[src/arcade_pkg.sv]
// Arcade shell control and memory definitions
// Game button indices, mapped PS/2 set-2 key codes, ROM loader states and widths

package arcade_pkg;

	localparam int NUM_BUTTONS  = 13;
	localparam int IOCTL_ADDR_W = 25;
	localparam int ROM_DATA_W   = 8;

	// Bit positions in the game button vector
	typedef enum logic [3:0] {
		BTN_UP          = 4'd0,
		BTN_DOWN        = 4'd1,
		BTN_REVERSE     = 4'd2,
		BTN_FIRE        = 4'd3,
		BTN_THRUST      = 4'd4,
		BTN_SMART_BOMB  = 4'd5,
		BTN_HYPERSPACE  = 4'd6,
		BTN_COIN        = 4'd7,
		BTN_START1      = 4'd8,
		BTN_START2      = 4'd9,
		BTN_ADVANCE     = 4'd10,
		BTN_AUTO_UP     = 4'd11,
		BTN_SCORE_RESET = 4'd12
	} btn_e;

	typedef enum logic [7:0] {
		KEY_F1     = 8'h05,
		KEY_F2     = 8'h06,
		KEY_ALT    = 8'h11,
		KEY_LSHIFT = 8'h12,
		KEY_CTRL   = 8'h14,
		KEY_A      = 8'h1C,
		KEY_SPACE  = 8'h29,
		KEY_H      = 8'h33,
		KEY_U      = 8'h3C,
		KEY_LEFT   = 8'h6B,
		KEY_DOWN   = 8'h72,
		KEY_RIGHT  = 8'h74,
		KEY_UP     = 8'h75,
		KEY_ESC    = 8'h76
	} key_code_e;

	typedef enum logic [1:0] {
		LOAD_EMPTY  = 2'd0,
		LOAD_ACTIVE = 2'd1,
		LOAD_READY  = 2'd2
	} load_state_e;

endpackage

[src/key_mapper.sv]
// Keyboard and joystick to game button mapping
// Latches key state on scan-code strobes, ORs in both joysticks

`timescale 1ns/1ps

module key_mapper (
	input  logic                             clk_sys,
	input  logic                             arst_n,
	input  logic                             key_strobe,
	input  logic                             key_pressed,
	input  logic [7:0]                       key_code,
	input  logic [7:0]                       joystick_0,
	input  logic [7:0]                       joystick_1,
	output logic [arcade_pkg::NUM_BUTTONS-1:0] game_buttons
);
	import arcade_pkg::*;

	logic key_up, key_down, key_left, key_right;
	logic key_fire, key_thrust, key_bomb, key_hyper;
	logic key_coin, key_start1, key_start2;
	logic key_advance, key_auto_up, key_score_reset;
	logic [7:0] joy;

	always_ff @(posedge clk_sys or negedge arst_n) begin
		if (!arst_n) begin
			key_up          <= 1'b0;
			key_down        <= 1'b0;
			key_left        <= 1'b0;
			key_right       <= 1'b0;
			key_fire        <= 1'b0;
			key_thrust      <= 1'b0;
			key_bomb        <= 1'b0;
			key_hyper       <= 1'b0;
			key_coin        <= 1'b0;
			key_start1      <= 1'b0;
			key_start2      <= 1'b0;
			key_advance     <= 1'b0;
			key_auto_up     <= 1'b0;
			key_score_reset <= 1'b0;
		end else if (key_strobe) begin
			case (key_code)
				KEY_UP:     key_up          <= key_pressed;
				KEY_DOWN:   key_down        <= key_pressed;
				KEY_LEFT:   key_left        <= key_pressed;
				KEY_RIGHT:  key_right       <= key_pressed;
				KEY_SPACE:  key_fire        <= key_pressed;
				KEY_ALT:    key_thrust      <= key_pressed;
				KEY_CTRL:   key_bomb        <= key_pressed;
				KEY_LSHIFT: key_hyper       <= key_pressed;
				KEY_ESC:    key_coin        <= key_pressed;
				KEY_F1:     key_start1      <= key_pressed;
				KEY_F2:     key_start2      <= key_pressed;
				KEY_A:      key_advance     <= key_pressed;
				KEY_U:      key_auto_up     <= key_pressed;
				KEY_H:      key_score_reset <= key_pressed;
				default:    ; // Unmapped codes
			endcase
		end
	end

	assign joy = joystick_0 | joystick_1;

	always_comb begin
		game_buttons                  = '0;
		game_buttons[BTN_UP]          = key_up | joy[3];
		game_buttons[BTN_DOWN]        = key_down | joy[2];
		game_buttons[BTN_REVERSE]     = key_left | key_right | joy[1] | joy[0];
		game_buttons[BTN_FIRE]        = key_fire | joy[4];
		game_buttons[BTN_THRUST]      = key_thrust | joy[5];
		game_buttons[BTN_SMART_BOMB]  = key_bomb | joy[6];
		game_buttons[BTN_HYPERSPACE]  = key_hyper | joy[7];
		game_buttons[BTN_COIN]        = key_coin;
		game_buttons[BTN_START1]      = key_start1;
		game_buttons[BTN_START2]      = key_start2;
		game_buttons[BTN_ADVANCE]     = key_advance;
		game_buttons[BTN_AUTO_UP]     = key_auto_up;
		game_buttons[BTN_SCORE_RESET] = key_score_reset;
	end

endmodule

[config.mk]
export PLATFORM = sky130hd
export DESIGN_NAME = key_mapper
export DESIGN_NICKNAME = d
export VERILOG_FILES = /design/src/arcade_pkg.sv /design/src/key_mapper.sv
export SDC_FILE = /design/constraint.sdc
export NUM_CORES = 1
export LEC_CHECK = 0
export ABC_CLOCK_PERIOD_IN_PS = 1200
export BUFFER_PORTS_ARGS = -buffer_cell sky130_fd_sc_hd__buf_4
export CORE_MARGIN = 5
export CORE_UTILIZATION = 48
export DETAILED_ROUTE_END_ITERATION = 7
export HOLD_SLACK_MARGIN = 0.02
export PLACE_DENSITY = 0.83
export SLEW_MARGIN = 20
export SYNTH_ARGS = -nofsm -noshare
export SYNTH_HDL_FRONTEND = slang
export SYNTH_SLANG_ARGS = --single-unit
[constraint.sdc]
create_clock -name clk_sys -period 1.2 [get_ports clk_sys]
set_input_delay 0.24 -clock clk_sys [delete_from_list [all_inputs] [get_ports clk_sys]]
set_output_delay 0.24 -clock clk_sys [all_outputs]
set_load 0.02 [all_outputs]
* Yosys cells after proc, flatten, opt, wreduce, memory -nomap -nowiden *
Cells that the tools add are included.
Widths: inputs -> output; s select.

operators by class
  $add $sub $neg = 0
  multiply operators = 0
  div/mod/pow operators = 0
  order comparisons = 0
  equality and inequality tests = 14
  shift-type cells = 0
  muxes and demuxes = 0
  bitwise operators = 10
  reduce and logical (&&, ||, !) cells = 14

operators by type and width
  kind                number
  $eq 8x7->1 const B  5
  $eq 8x5->1 const B  4
  $reduce_and 2->1    14
  $eq 8x6->1 const B  3
  $eq 8x3->1 const B  2
  $or 1x1->1          9
  $or 8x8->8          1

storage, ports and cells
  flip-flop bits (word level) = 14
  bits in latches = 0
  RAM bits = 0
  bits in read-only memories = 0
  output and inout port bits = 13
  word-level logic and storage cells = 52
  memories kept = 0

* Depth between registers and ports, before layout *
Gate-level depths: netlist of run 1.

  depth in word-level cells = 3
  depth in mapped cells = 3
  depth with buffers taken out = 3

* Worst setup path after synthesis of run 1 *
Ideal clock, no wire load.

  path type = input port to flip-flop
  start = input key_code[1]
  end = register key_auto_up
  setup time = 125 ps
  data arrival time = 1391 ps
  required time = 1075 ps
  path slack = -316 ps
  cell stages on the path = 3
  path buffers = 0
  path through = or3_4 > or4_4 > mux2_4

on the way
  cells in the longest elaborated chain, start to end = 2

RTL lines
  item                        RTL line          source
  start: declaration          key_mapper.sv:11  input logic [7:0] key_code,
  $eq 8x6->1                  key_mapper.sv:41  case (key_code)
  $reduce_and 2->1 (no line)  n/a
  end signal: assignment      key_mapper.sv:54  KEY_U: key_auto_up <= key_pressed;
  end: declaration            key_mapper.sv:21  logic key_advance, key_auto_up, key_score_reset;

Every way passes these cells.
A chain may end at the register's enable or synchronous reset.

* Worst setup path after layout of run 1 *
  start = register key_bomb
  end = output game_buttons[5] (netlist name)

on the way
  cells in the longest elaborated chain, start to end = 1

RTL lines
  item                      RTL line          source
  start: declaration        key_mapper.sv:19  logic key_fire, key_thrust, key_bomb, key_hyper;
  start signal: assignment  key_mapper.sv:48  KEY_CTRL: key_bomb <= key_pressed;
  $or 1x1->1                key_mapper.sv:70  game_buttons[BTN_SMART_BOMB] = key_bomb | joy[6];
  end: declaration          key_mapper.sv:14  output logic [arcade_pkg::NUM_BUTTONS-1:0] game_buttons

Every way passes these cells.

==> results of run 1 <==
-- kinds of logic after synthesis --
logic type	Yosys count
flops	14
buf+inv	8
simple gates	39
mux	14
-- worst max path at each step --
| stage | startpoint | to | slack, ps |
|---|---|---|---|
| final | key_bomb | game_buttons[5] | -190 |
| after global routing | key_bomb | game_buttons[5] | -230 |
| after CTS | key_fire | game_buttons[3] | -170 |
| after detailed placement | key_code[1] | key_auto_up | -470 |
| after global placement | key_code[1] | key_auto_up | -450 |
| after floorplan | key_code[1] | key_auto_up | -320 |
-- power by group --
group	internal [mW]	switching, mW
logic	0.157	0.123
clock network	0.184	0.162
registers	0.494	0.0113
-- cells in the final DEF, fill, tap and decap left out, types with 2 or more instances in the layout --
| cell | synthesis | final |
|---|---|---|
| buf_4 | 6 | 40 |
| buf_6 | 0 | 8 |
| clkbuf_4 | 0 | 3 |
| dfrtp_1 | 14 | 14 |
| mux2_1 | 9 | 9 |
| mux2_2 | 4 | 2 |
| mux2_4 | 1 | 3 |
| nand2_1 | 2 | 2 |
| nand3_1 | 6 | 6 |
| nand3b_1 | 3 | 3 |
| nor4_4 | 0 | 2 |
| nor4b_1 | 2 | 2 |
| or3_1 | 6 | 3 |
| or3_4 | 1 | 4 |
-- Yosys cell counts --
cell | n | share of area [%]
dfrtp_1 | 14 | 42
mux2_1 | 9 | 12
buf_4 | 6 | 5.4
nand3_1 | 6 | 3.6
or3_1 | 6 | 4.5
mux2_2 | 4 | 5.4
nor4_1 | 4 | 3.0
nand3b_1 | 3 | 2.7
nand2_1 | 2 | 0.91
nor3_1 | 2 | 1.2
nor3b_1 | 2 | 1.8
nor4b_1 | 2 | 2.1
and2b_1 | 1 | 0.91
and3_1 | 1 | 0.76
and4b_1 | 1 | 1.2
clkbuf_1 | 1 | 0.45
inv_1 | 1 | 0.45
mux2_4 | 1 | 1.8
nand2b_1 | 1 | 0.76
nand4b_1 | 1 | 1.1
nor2_1 | 1 | 0.45
nor2b_1 | 1 | 0.76
nor4bb_1 | 1 | 1.2
or2b_1 | 1 | 0.91
or3_4 | 1 | 1.4
or3b_1 | 1 | 1.1
or4_4 | 1 | 1.4
-- per-layer routing --
layer  wire length (µm)  GRT usage, %  up-vias
met5                  0             0        -
met4                 32          8.73        0
met1                859          22.8      371
met3                158          4.87        4
met2               1240          32.8       28
li1                   -             -      370
-- cell type report --
type | instances | area [µm²] | area share (%)
multi-input cells | 53 | 493 | 37.3
clock buffers | 4 | 36.3 | 2.75
well taps | 17 | 21.3 | 1.61
flip-flops and latches | 14 | 350 | 26.5
inverters | 1 | 3.75 | 0.284
repair buffers | 50 | 415 | 31.5
-- worst max-delay path, delay by kind of cell, from the launching register on --
kind                   cells  cell delay, ps
buffers and inverters      1             140
flip-flops                 1             400
AND/OR/NAND/NOR            1             330
-- what timing repair did --
action	CTS	global route
resized for setup	13	7
buffers inserted	0	2
hold buffers	1	0
hold endpoints to repair	14	0
cloned	0	0
pin swaps	1	1
setup endpoints to repair	10	10
==> results.sh, run 1 <==
export IMPL_holdPathStages=2
export IMPL_synth_seq_area_share_pct=42.4
export IMPL_netlist_area_um2=827
export IMPL_port_buffers=40
export IMPL_slew_headroom_pct=70.8
export IMPL_nets=151
export IMPL_post_route_cell_area_um2=1320
export IMPL_firstDrtPassIters=4
export IMPL_setup_ws_ps=-187
export IMPL_drc=0
export IMPL_syn_num_nets=103
export IMPL_p_total_mw=1.13
export IMPL_rsz0062_at_grt="yes"
export IMPL_synth_seq_cells=14
export IMPL_synth_mux_area_share_pct=19.5
export IMPL_synthAdderAreaFrac_pct=0
export IMPL_rows=15
export IMPL_clock_latency_ps=270
export IMPL_fin_worst_skew_ps=0
export IMPL_required_ps=960
export IMPL_diodes=0
export IMPL_die_h_um=51.5
export IMPL_placed_area_um2=1160
export IMPL_status="finished with violations"
export IMPL_cts_sinks=14
export IMPL_max_freq_ghz=0.721
export IMPL_cts_root_buf="clkbuf_4"
export IMPL_holdWs_ps=302
export IMPL_syn_to_final_growth_pct=59.6
export IMPL_r2r_start="key_bomb"
export IMPL_worstPathArrival_ps=1150
export IMPL_yosys_warnings=0
export IMPL_grt_max_degree=15
export IMPL_period_minus_slack_ps=1390
export IMPL_setup_viol=8
export IMPL_worst_r2r_endpoint="key_bomb"
export IMPL_worst_slew_pin_slew_ps=431
export IMPL_critical_path_class="reg -> out"
export IMPL_grt_total_usage_pct=19.3
export IMPL_p_leak_nw=0.644
export IMPL_cts_max_level=1
export IMPL_fin_crit_sh_pct=116
export IMPL_fin_util_pct=78.1
export IMPL_hold_class="in -> reg"
export IMPL_dr_first_iter_drc_count=12
export IMPL_grt_pass1_wl_um=3840
export IMPL_hold_viol=0
export IMPL_finalMaxSlewViolations=0
export IMPL_place_inst=132
export IMPL_fillers=124
export IMPL_synth_compound_area_share_pct=0
export IMPL_max_cap_violations=0
export IMPL_vias=773
export IMPL_cp_start_kind="flip-flop"
export IMPL_cts_tree="built"
export IMPL_yosys_area_share_simple_pct=31.8
export IMPL_grt_ovfl_total=0
export IMPL_ios=41
export IMPL_antenna_left=0
export IMPL_grt_pass1_vias=863
export IMPL_reg2reg_setup_slack_ps=310
export IMPL_core_area_um2=1690
export IMPL_worst_path_max_delay_cell="dfrtp_1"
export IMPL_clockBufferDepth=2
export IMPL_die_w_um=51.5
export IMPL_initial_core_util_pct=49.0
export IMPL_fin_cells=139
export IMPL_violations="setup timing"
export IMPL_slowest_delay_ps=400
export IMPL_worstPathCellList="or3_4 > buf_6"
export IMPL_fin_tns_setup_ps=-1140
export IMPL_netlist_instances=75
export IMPL_crit_path_end_kind="output pin"
export IMPL_power_density_nw_per_um2=857
export IMPL_r2r_worst_path_cells=2
export IMPL_synth_xor_area_share_pct=0
export IMPL_avgViaCountPerCell=5.56
export IMPL_pre_cts_ws_ps=-466
export IMPL_antenna_found_initial=0
export IMPL_ir_worst_vdd_v=0.000584
export IMPL_drive_gt1_share_pct=55.7
export IMPL_hpwl_um=1670
export IMPL_synth_top_family_by_area="simple AND/OR/NAND/NOR gates"
export IMPL_min_delay_start="key_pressed"
export IMPL_routed_wl_um=2290
export IMPL_design_die_area_um2=2650
export IMPL_wl_per_cell_um=16.5
export IMPL_gp_congestion=0.839
export IMPL_avgSynthCellArea_um2=11.0
export IMPL_cts_made_buffers=3
export IMPL_whs_endpoint="key_hyper"
export IMPL_cp_max_fo=2
export IMPL_synth_cell_types=27
export IMPL_clkTransAtPathRegs_ps=90
Power figures use the tool's default switching activity.
==> run 2, diff against run 1 <==
--- a/config.mk
+++ b/config.mk
@@ -7,6 +7,7 @@
 export LEC_CHECK = 0
 export ABC_CLOCK_PERIOD_IN_PS = 1200
 export BUFFER_PORTS_ARGS = -buffer_cell sky130_fd_sc_hd__buf_4
+export CORE_ASPECT_RATIO = 1.25
 export CORE_MARGIN = 5
 export CORE_UTILIZATION = 48
 export DETAILED_ROUTE_END_ITERATION = 7
==> run 2 against run 1 <==
  * The flow still finishes with violations (setup timing)
  * Via count increased by 5.7%
  * Clock skew unchanged
  * Largest power group unchanged
  * Fmax increased by 0.51%
  * Routed wire length increased by 9.9%
  * Critical endpoint is now game_buttons[4]
  * Die area increased by 0.19%
  * First-iteration DRC count increased by 110%
==> results.sh, run 2 (synthesis results as in run 1) <==
export IMPL_status="finished with violations"
export IMPL_violations="setup timing"
export IMPL_layout_commonest_cell="buf_4"
export IMPL_worstPathArrival_ps=1140
export IMPL_p_total_mw=1.07
export IMPL_ir_worst_vdd_v=0.000709
export IMPL_cts_made_buffers=3
export IMPL_hold_viol=0
export IMPL_diodes=0
export IMPL_setup_viol=8
export IMPL_avgViaCountPerCell=5.67
export IMPL_port_buffers=40
export IMPL_cts_sinks=14
export IMPL_pre_cts_ws_ps=-463
export IMPL_die_w_um=47.1
export IMPL_die_h_um=56.4
export IMPL_routed_wl_um=2520
export IMPL_place_inst=137
export IMPL_max_cap_violations=0
export IMPL_fin_crit_sh_pct=115
export IMPL_setup_ws_ps=-180
export IMPL_power_density_nw_per_um2=800
export IMPL_firstDrtPassIters=4
export IMPL_ios=41
export IMPL_clkTransAtPathRegs_ps=80
export IMPL_grt_ovfl_total=0
export IMPL_nets=156
export IMPL_fin_tns_setup_ps=-1180
export IMPL_cp_start_kind="flip-flop"
export IMPL_p_leak_nw=0.659
export IMPL_worst_slew_pin_slew_ps=340
export IMPL_design_die_area_um2=2660
export IMPL_post_route_cell_area_um2=1340
export IMPL_crit_family="flip-flops"
export IMPL_grt_pass1_vias=871
export IMPL_layout_common_cells="45 x buf_4, 14 x dfrtp_1, 9 x mux2_1, 9 x buf_6"
export IMPL_dr_first_iter_drc_count=25
export IMPL_cts_root_buf="clkbuf_4"
export IMPL_drive_gt1_share_pct=56.3
export IMPL_rows=16
export IMPL_antenna_found_initial=0
export IMPL_slew_headroom_pct=77.3
export IMPL_syn_to_final_growth_pct=61.4
export IMPL_finalMaxSlewViolations=0
export IMPL_clockBufferDepth=2
export IMPL_path_buf_inv=1
export IMPL_core_area_um2=1600
export IMPL_cp_max_fo=2
export IMPL_vias=817
export IMPL_grt_pass1_wl_um=4000
export IMPL_clock_latency_ps=290
export IMPL_period_minus_slack_ps=1380
export IMPL_worstPathCellList="or3_1 > buf_6"
export IMPL_grt_max_degree=15
export IMPL_initial_core_util_pct=51.6
export IMPL_drc=0
export IMPL_fin_util_pct=83.4
export IMPL_fin_cells=144
export IMPL_wl_per_cell_um=17.5
export IMPL_cts_tree="built"
export IMPL_crit_path_end_kind="output pin"
export IMPL_fillers=93
export IMPL_required_ps=960
export IMPL_fin_worst_skew_ps=0
export IMPL_worst_path_max_delay_cell="dfrtp_1"
export IMPL_placed_area_um2=1190
export IMPL_holdWs_ps=285
export IMPL_antenna_left=0
export IMPL_max_freq_ghz=0.725
export IMPL_hold_class="in -> reg"
export IMPL_critical_path_class="reg -> out"
export IMPL_slowest_delay_ps=390
export IMPL_cts_max_level=1
export IMPL_rsz0062_at_grt="yes"
export IMPL_grt_total_usage_pct=21.5
export IMPL_gp_congestion=0.863
-- run 2: final cells by class --
cell class                 instances  area (µm²)  share of cell area, %
tap                               18        22.5                   1.69
multi-input combinational         53         487                   36.5
clock buffer                       3        22.5                   1.69
sequential                        14         350                   26.2
timing repair buffer              55         449                   33.6
inverter                           1        3.75                  0.281
-- run 2: worst paths after layout --
| kind | cells after the start | from | end | slack, ps |
|---|---|---|---|---|
| worst max register to register | 3 | key_thrust | key_thrust | 120 |
| worst max-delay path | 2 | key_thrust | game_buttons[4] | -180 |
| worst min register to register | 1 | key_hyper | key_hyper | 490 |
| worst min-delay path | 2 | key_pressed | key_coin | 290 |
| max in group asynchronous | 2 | arst_n | key_thrust | 670 |
| min in group asynchronous | 2 | arst_n | key_left | 350 |
-- run 2: power breakdown --
group          switching (mW)  total, mW  internal, mW  leakage, nW
Clock                   0.154      0.271         0.117       0.0138
Sequential             0.0109      0.505         0.494        0.193
Combinational           0.130      0.293         0.162        0.452
Total                   0.295       1.07         0.773        0.659
-- run 2: layer usage --
metal	track usage, %	share of wire, %	vias up
met5	0	0	-
met4	11.1	1.9	0
met3	4.79	8.2	4
met2	36.3	55	36
met1	23.8	35	398
li1	-	-	379
-- run 2: timing repair --
action | 4_1_cts | 5_1_grt
setup endpoints to repair | 10 | 13
pin swaps | 2 | 1
resized for setup | 14 | 3
buffers inserted | 2 | 1
hold endpoints to repair | 14 | 0
hold buffers | 1 | 0
==> run 3, diff against run 2 <==
--- a/config.mk
+++ b/config.mk
@@ -12,7 +12,8 @@
 export CORE_UTILIZATION = 48
 export DETAILED_ROUTE_END_ITERATION = 7
 export HOLD_SLACK_MARGIN = 0.02
-export PLACE_DENSITY = 0.83
+export PLACE_DENSITY_LB_ADDON = 0.12
+export REMOVE_ABC_BUFFERS = 1
 export SLEW_MARGIN = 20
 export SYNTH_ARGS = -nofsm -noshare
 export SYNTH_HDL_FRONTEND = slang
==> run 3 against run 2 <==
  * The run still ends with setup timing left
  * Cell area rose by 0.94%
  * Global-route usage fell by 0.75 points
  * Core utilization increased by 0.78 points
  * Setup slack worse by 12 ps
  * Largest cell class unchanged
==> results.sh, run 3 (synthesis results as in run 1) <==
export IMPL_status="finished with violations"
export IMPL_violations="setup timing"
export IMPL_clockBufferDepth=2
export IMPL_grt_pass1_wl_um=4020
export IMPL_critical_path_class="reg -> out"
export IMPL_clock_latency_ps=280
export IMPL_required_ps=960
export IMPL_hpwl_um=1740
export IMPL_firstDrtPassIters=4
export IMPL_syn_to_final_growth_pct=62.9
export IMPL_crit_path_end_kind="output pin"
export IMPL_clkTransAtPathRegs_ps=80
export IMPL_wl_per_cell_um=16.4
export IMPL_fin_tns_setup_ps=-1190
export IMPL_cp_max_fo=2
export IMPL_netSwitchingFraction_pct=26.9
export IMPL_max_freq_ghz=0.718
export IMPL_fin_cells=144
export IMPL_cts_max_level=1
export IMPL_fin_worst_skew_ps=0
export IMPL_holdPathStages=2
export IMPL_hold_viol=0
export IMPL_grt_pass1_vias=915
export IMPL_grt_ovfl_total=0
export IMPL_setup_ws_ps=-192
export IMPL_max_cap_violations=0
export IMPL_antenna_left=0
export IMPL_power_switching_uw=286
export IMPL_ios=41
export IMPL_die_h_um=56.4
export IMPL_p_seq_share_pct=47.5
export IMPL_holdWs_ps=295
export IMPL_cts_sinks=14
export IMPL_hold_class="in -> reg"
export IMPL_cts_made_buffers=3
export IMPL_routed_wl_um=2360
export IMPL_initial_core_util_pct=51.6
export IMPL_rows=16
export IMPL_gp_congestion=0.738
export IMPL_worst_slew_pin_slew_ps=361
export IMPL_avgViaCountPerCell=5.54
export IMPL_antenna_found_initial=0
export IMPL_grt_max_degree=15
export IMPL_design_die_area_um2=2660
export IMPL_fin_util_pct=84.1
export IMPL_p_total_mw=1.06
export IMPL_nets=156
export IMPL_drc=0
export IMPL_slew_headroom_pct=75.6
export IMPL_diodes=0
export IMPL_port_buffers=40
export IMPL_ir_worst_vdd_v=0.000855
export IMPL_core_area_um2=1600
export IMPL_p_int_uw=777
export IMPL_cp_start_kind="flip-flop"
export IMPL_cts_tree="built"
export IMPL_r2r_worst_path_cells=3
export IMPL_power_frac_clock_pct=25.1
export IMPL_place_inst=136
export IMPL_layout_commonest_cell="buf_4"
export IMPL_finalMaxSlewViolations=0
export IMPL_power_density_nw_per_um2=789
export IMPL_multiInputGateArea_um2=499
export IMPL_dr_first_iter_drc_count=4
export IMPL_drive_gt1_share_pct=57.9
export IMPL_vias=798
export IMPL_rsz0062_at_grt="yes"
export IMPL_setup_viol=9
export IMPL_die_w_um=47.1
export IMPL_cts_root_buf="clkbuf_4"
export IMPL_grt_total_usage_pct=20.8
export IMPL_worstPathArrival_ps=1150
export IMPL_fillers=96
export IMPL_power_share_combinational_pct=27.4
export IMPL_period_minus_slack_ps=1390
export IMPL_fin_crit_sh_pct=116
export IMPL_p_leak_nw=0.662
export IMPL_seq_area_um2=350
export IMPL_layout_common_cells="45 x buf_4, 14 x dfrtp_1, 9 x mux2_1, 9 x buf_6, 6 x nand3_1"
==> run 3: changes by cell type in the layout (fill, tap and decap cells not counted) <==
cell and delta:
nor4b_1 +1, or3_4 +4, nor3_1 +1, nor4bb_1 +1
mux2_4 +1, nor4_1 -1, mux2_2 -1, nor4bb_2 -1
nor4_2 +1, or3_1 -4, nor4b_2 -1, nor3_2 -1
==> run 3: routing by layer <==
metal	up-vias	share of wire, %	global-route usage (%)
met5	-	0	0
met4	0	3.2	11.5
met3	8	7.2	3.19
met2	29	54	35.7
met1	383	36	22.8
li1	378	-	-
==> run 3: path summary, 6_finish.rpt <==
path | from | to | slack (ps)
worst max-delay path | key_up | game_buttons[0] | -190
worst min-delay path | key_pressed | key_coin | 300
worst max register to register | key_fire | key_fire | 150
worst min register to register | key_down | key_down | 480
max in group asynchronous | arst_n | key_thrust | 680
min in group asynchronous | arst_n | key_start1 | 350
==> run 3: worst max-delay path, cell delays in order, from the launching register on <==
cell     delay, ps
dfrtp_1        400
or3_4          330
buf_6          140
==> run 3: repair_timing <==
| item | 4_1_cts | 5_1_grt |
|---|---|---|
| cloned | 0 | 0 |
| resized for setup | 15 | 7 |
| hold endpoints to repair | 14 | 0 |
| buffers inserted | 2 | 2 |
| pin swaps | 2 | 1 |
| setup endpoints to repair | 10 | 13 |
| hold buffers | 1 | 0 |
==> run 3: stage by stage <==
stage	worst slack [ps]	instance area, µm²
global placement	-448	1180
CTS	-189	1290
detailed placement	-464	1180
floorplan	-316	778
global route	-231	1350
finish	-192	1350
==> run 3: layout make-up <==
class | instances | share of cell area (%)
timing repair buffer | 55 | 33.3
tap | 18 | 1.67
sequential | 14 | 26.0
multi-input combinational | 53 | 37.0
clock buffer | 3 | 1.67
inverter | 1 | 0.279
==> run 3: power groups by stage <==
stage	logic [mW]	clock network, mW	registers [mW]
2_1_floorplan	0.0752	0	0.524
3_3_place_gp	0.238	0	0.513
3_5_place_dp	0.246	0	0.515
4_1_cts	0.276	0.271	0.505
5_1_grt	0.316	0.301	0.509
6_report	0.292	0.267	0.505
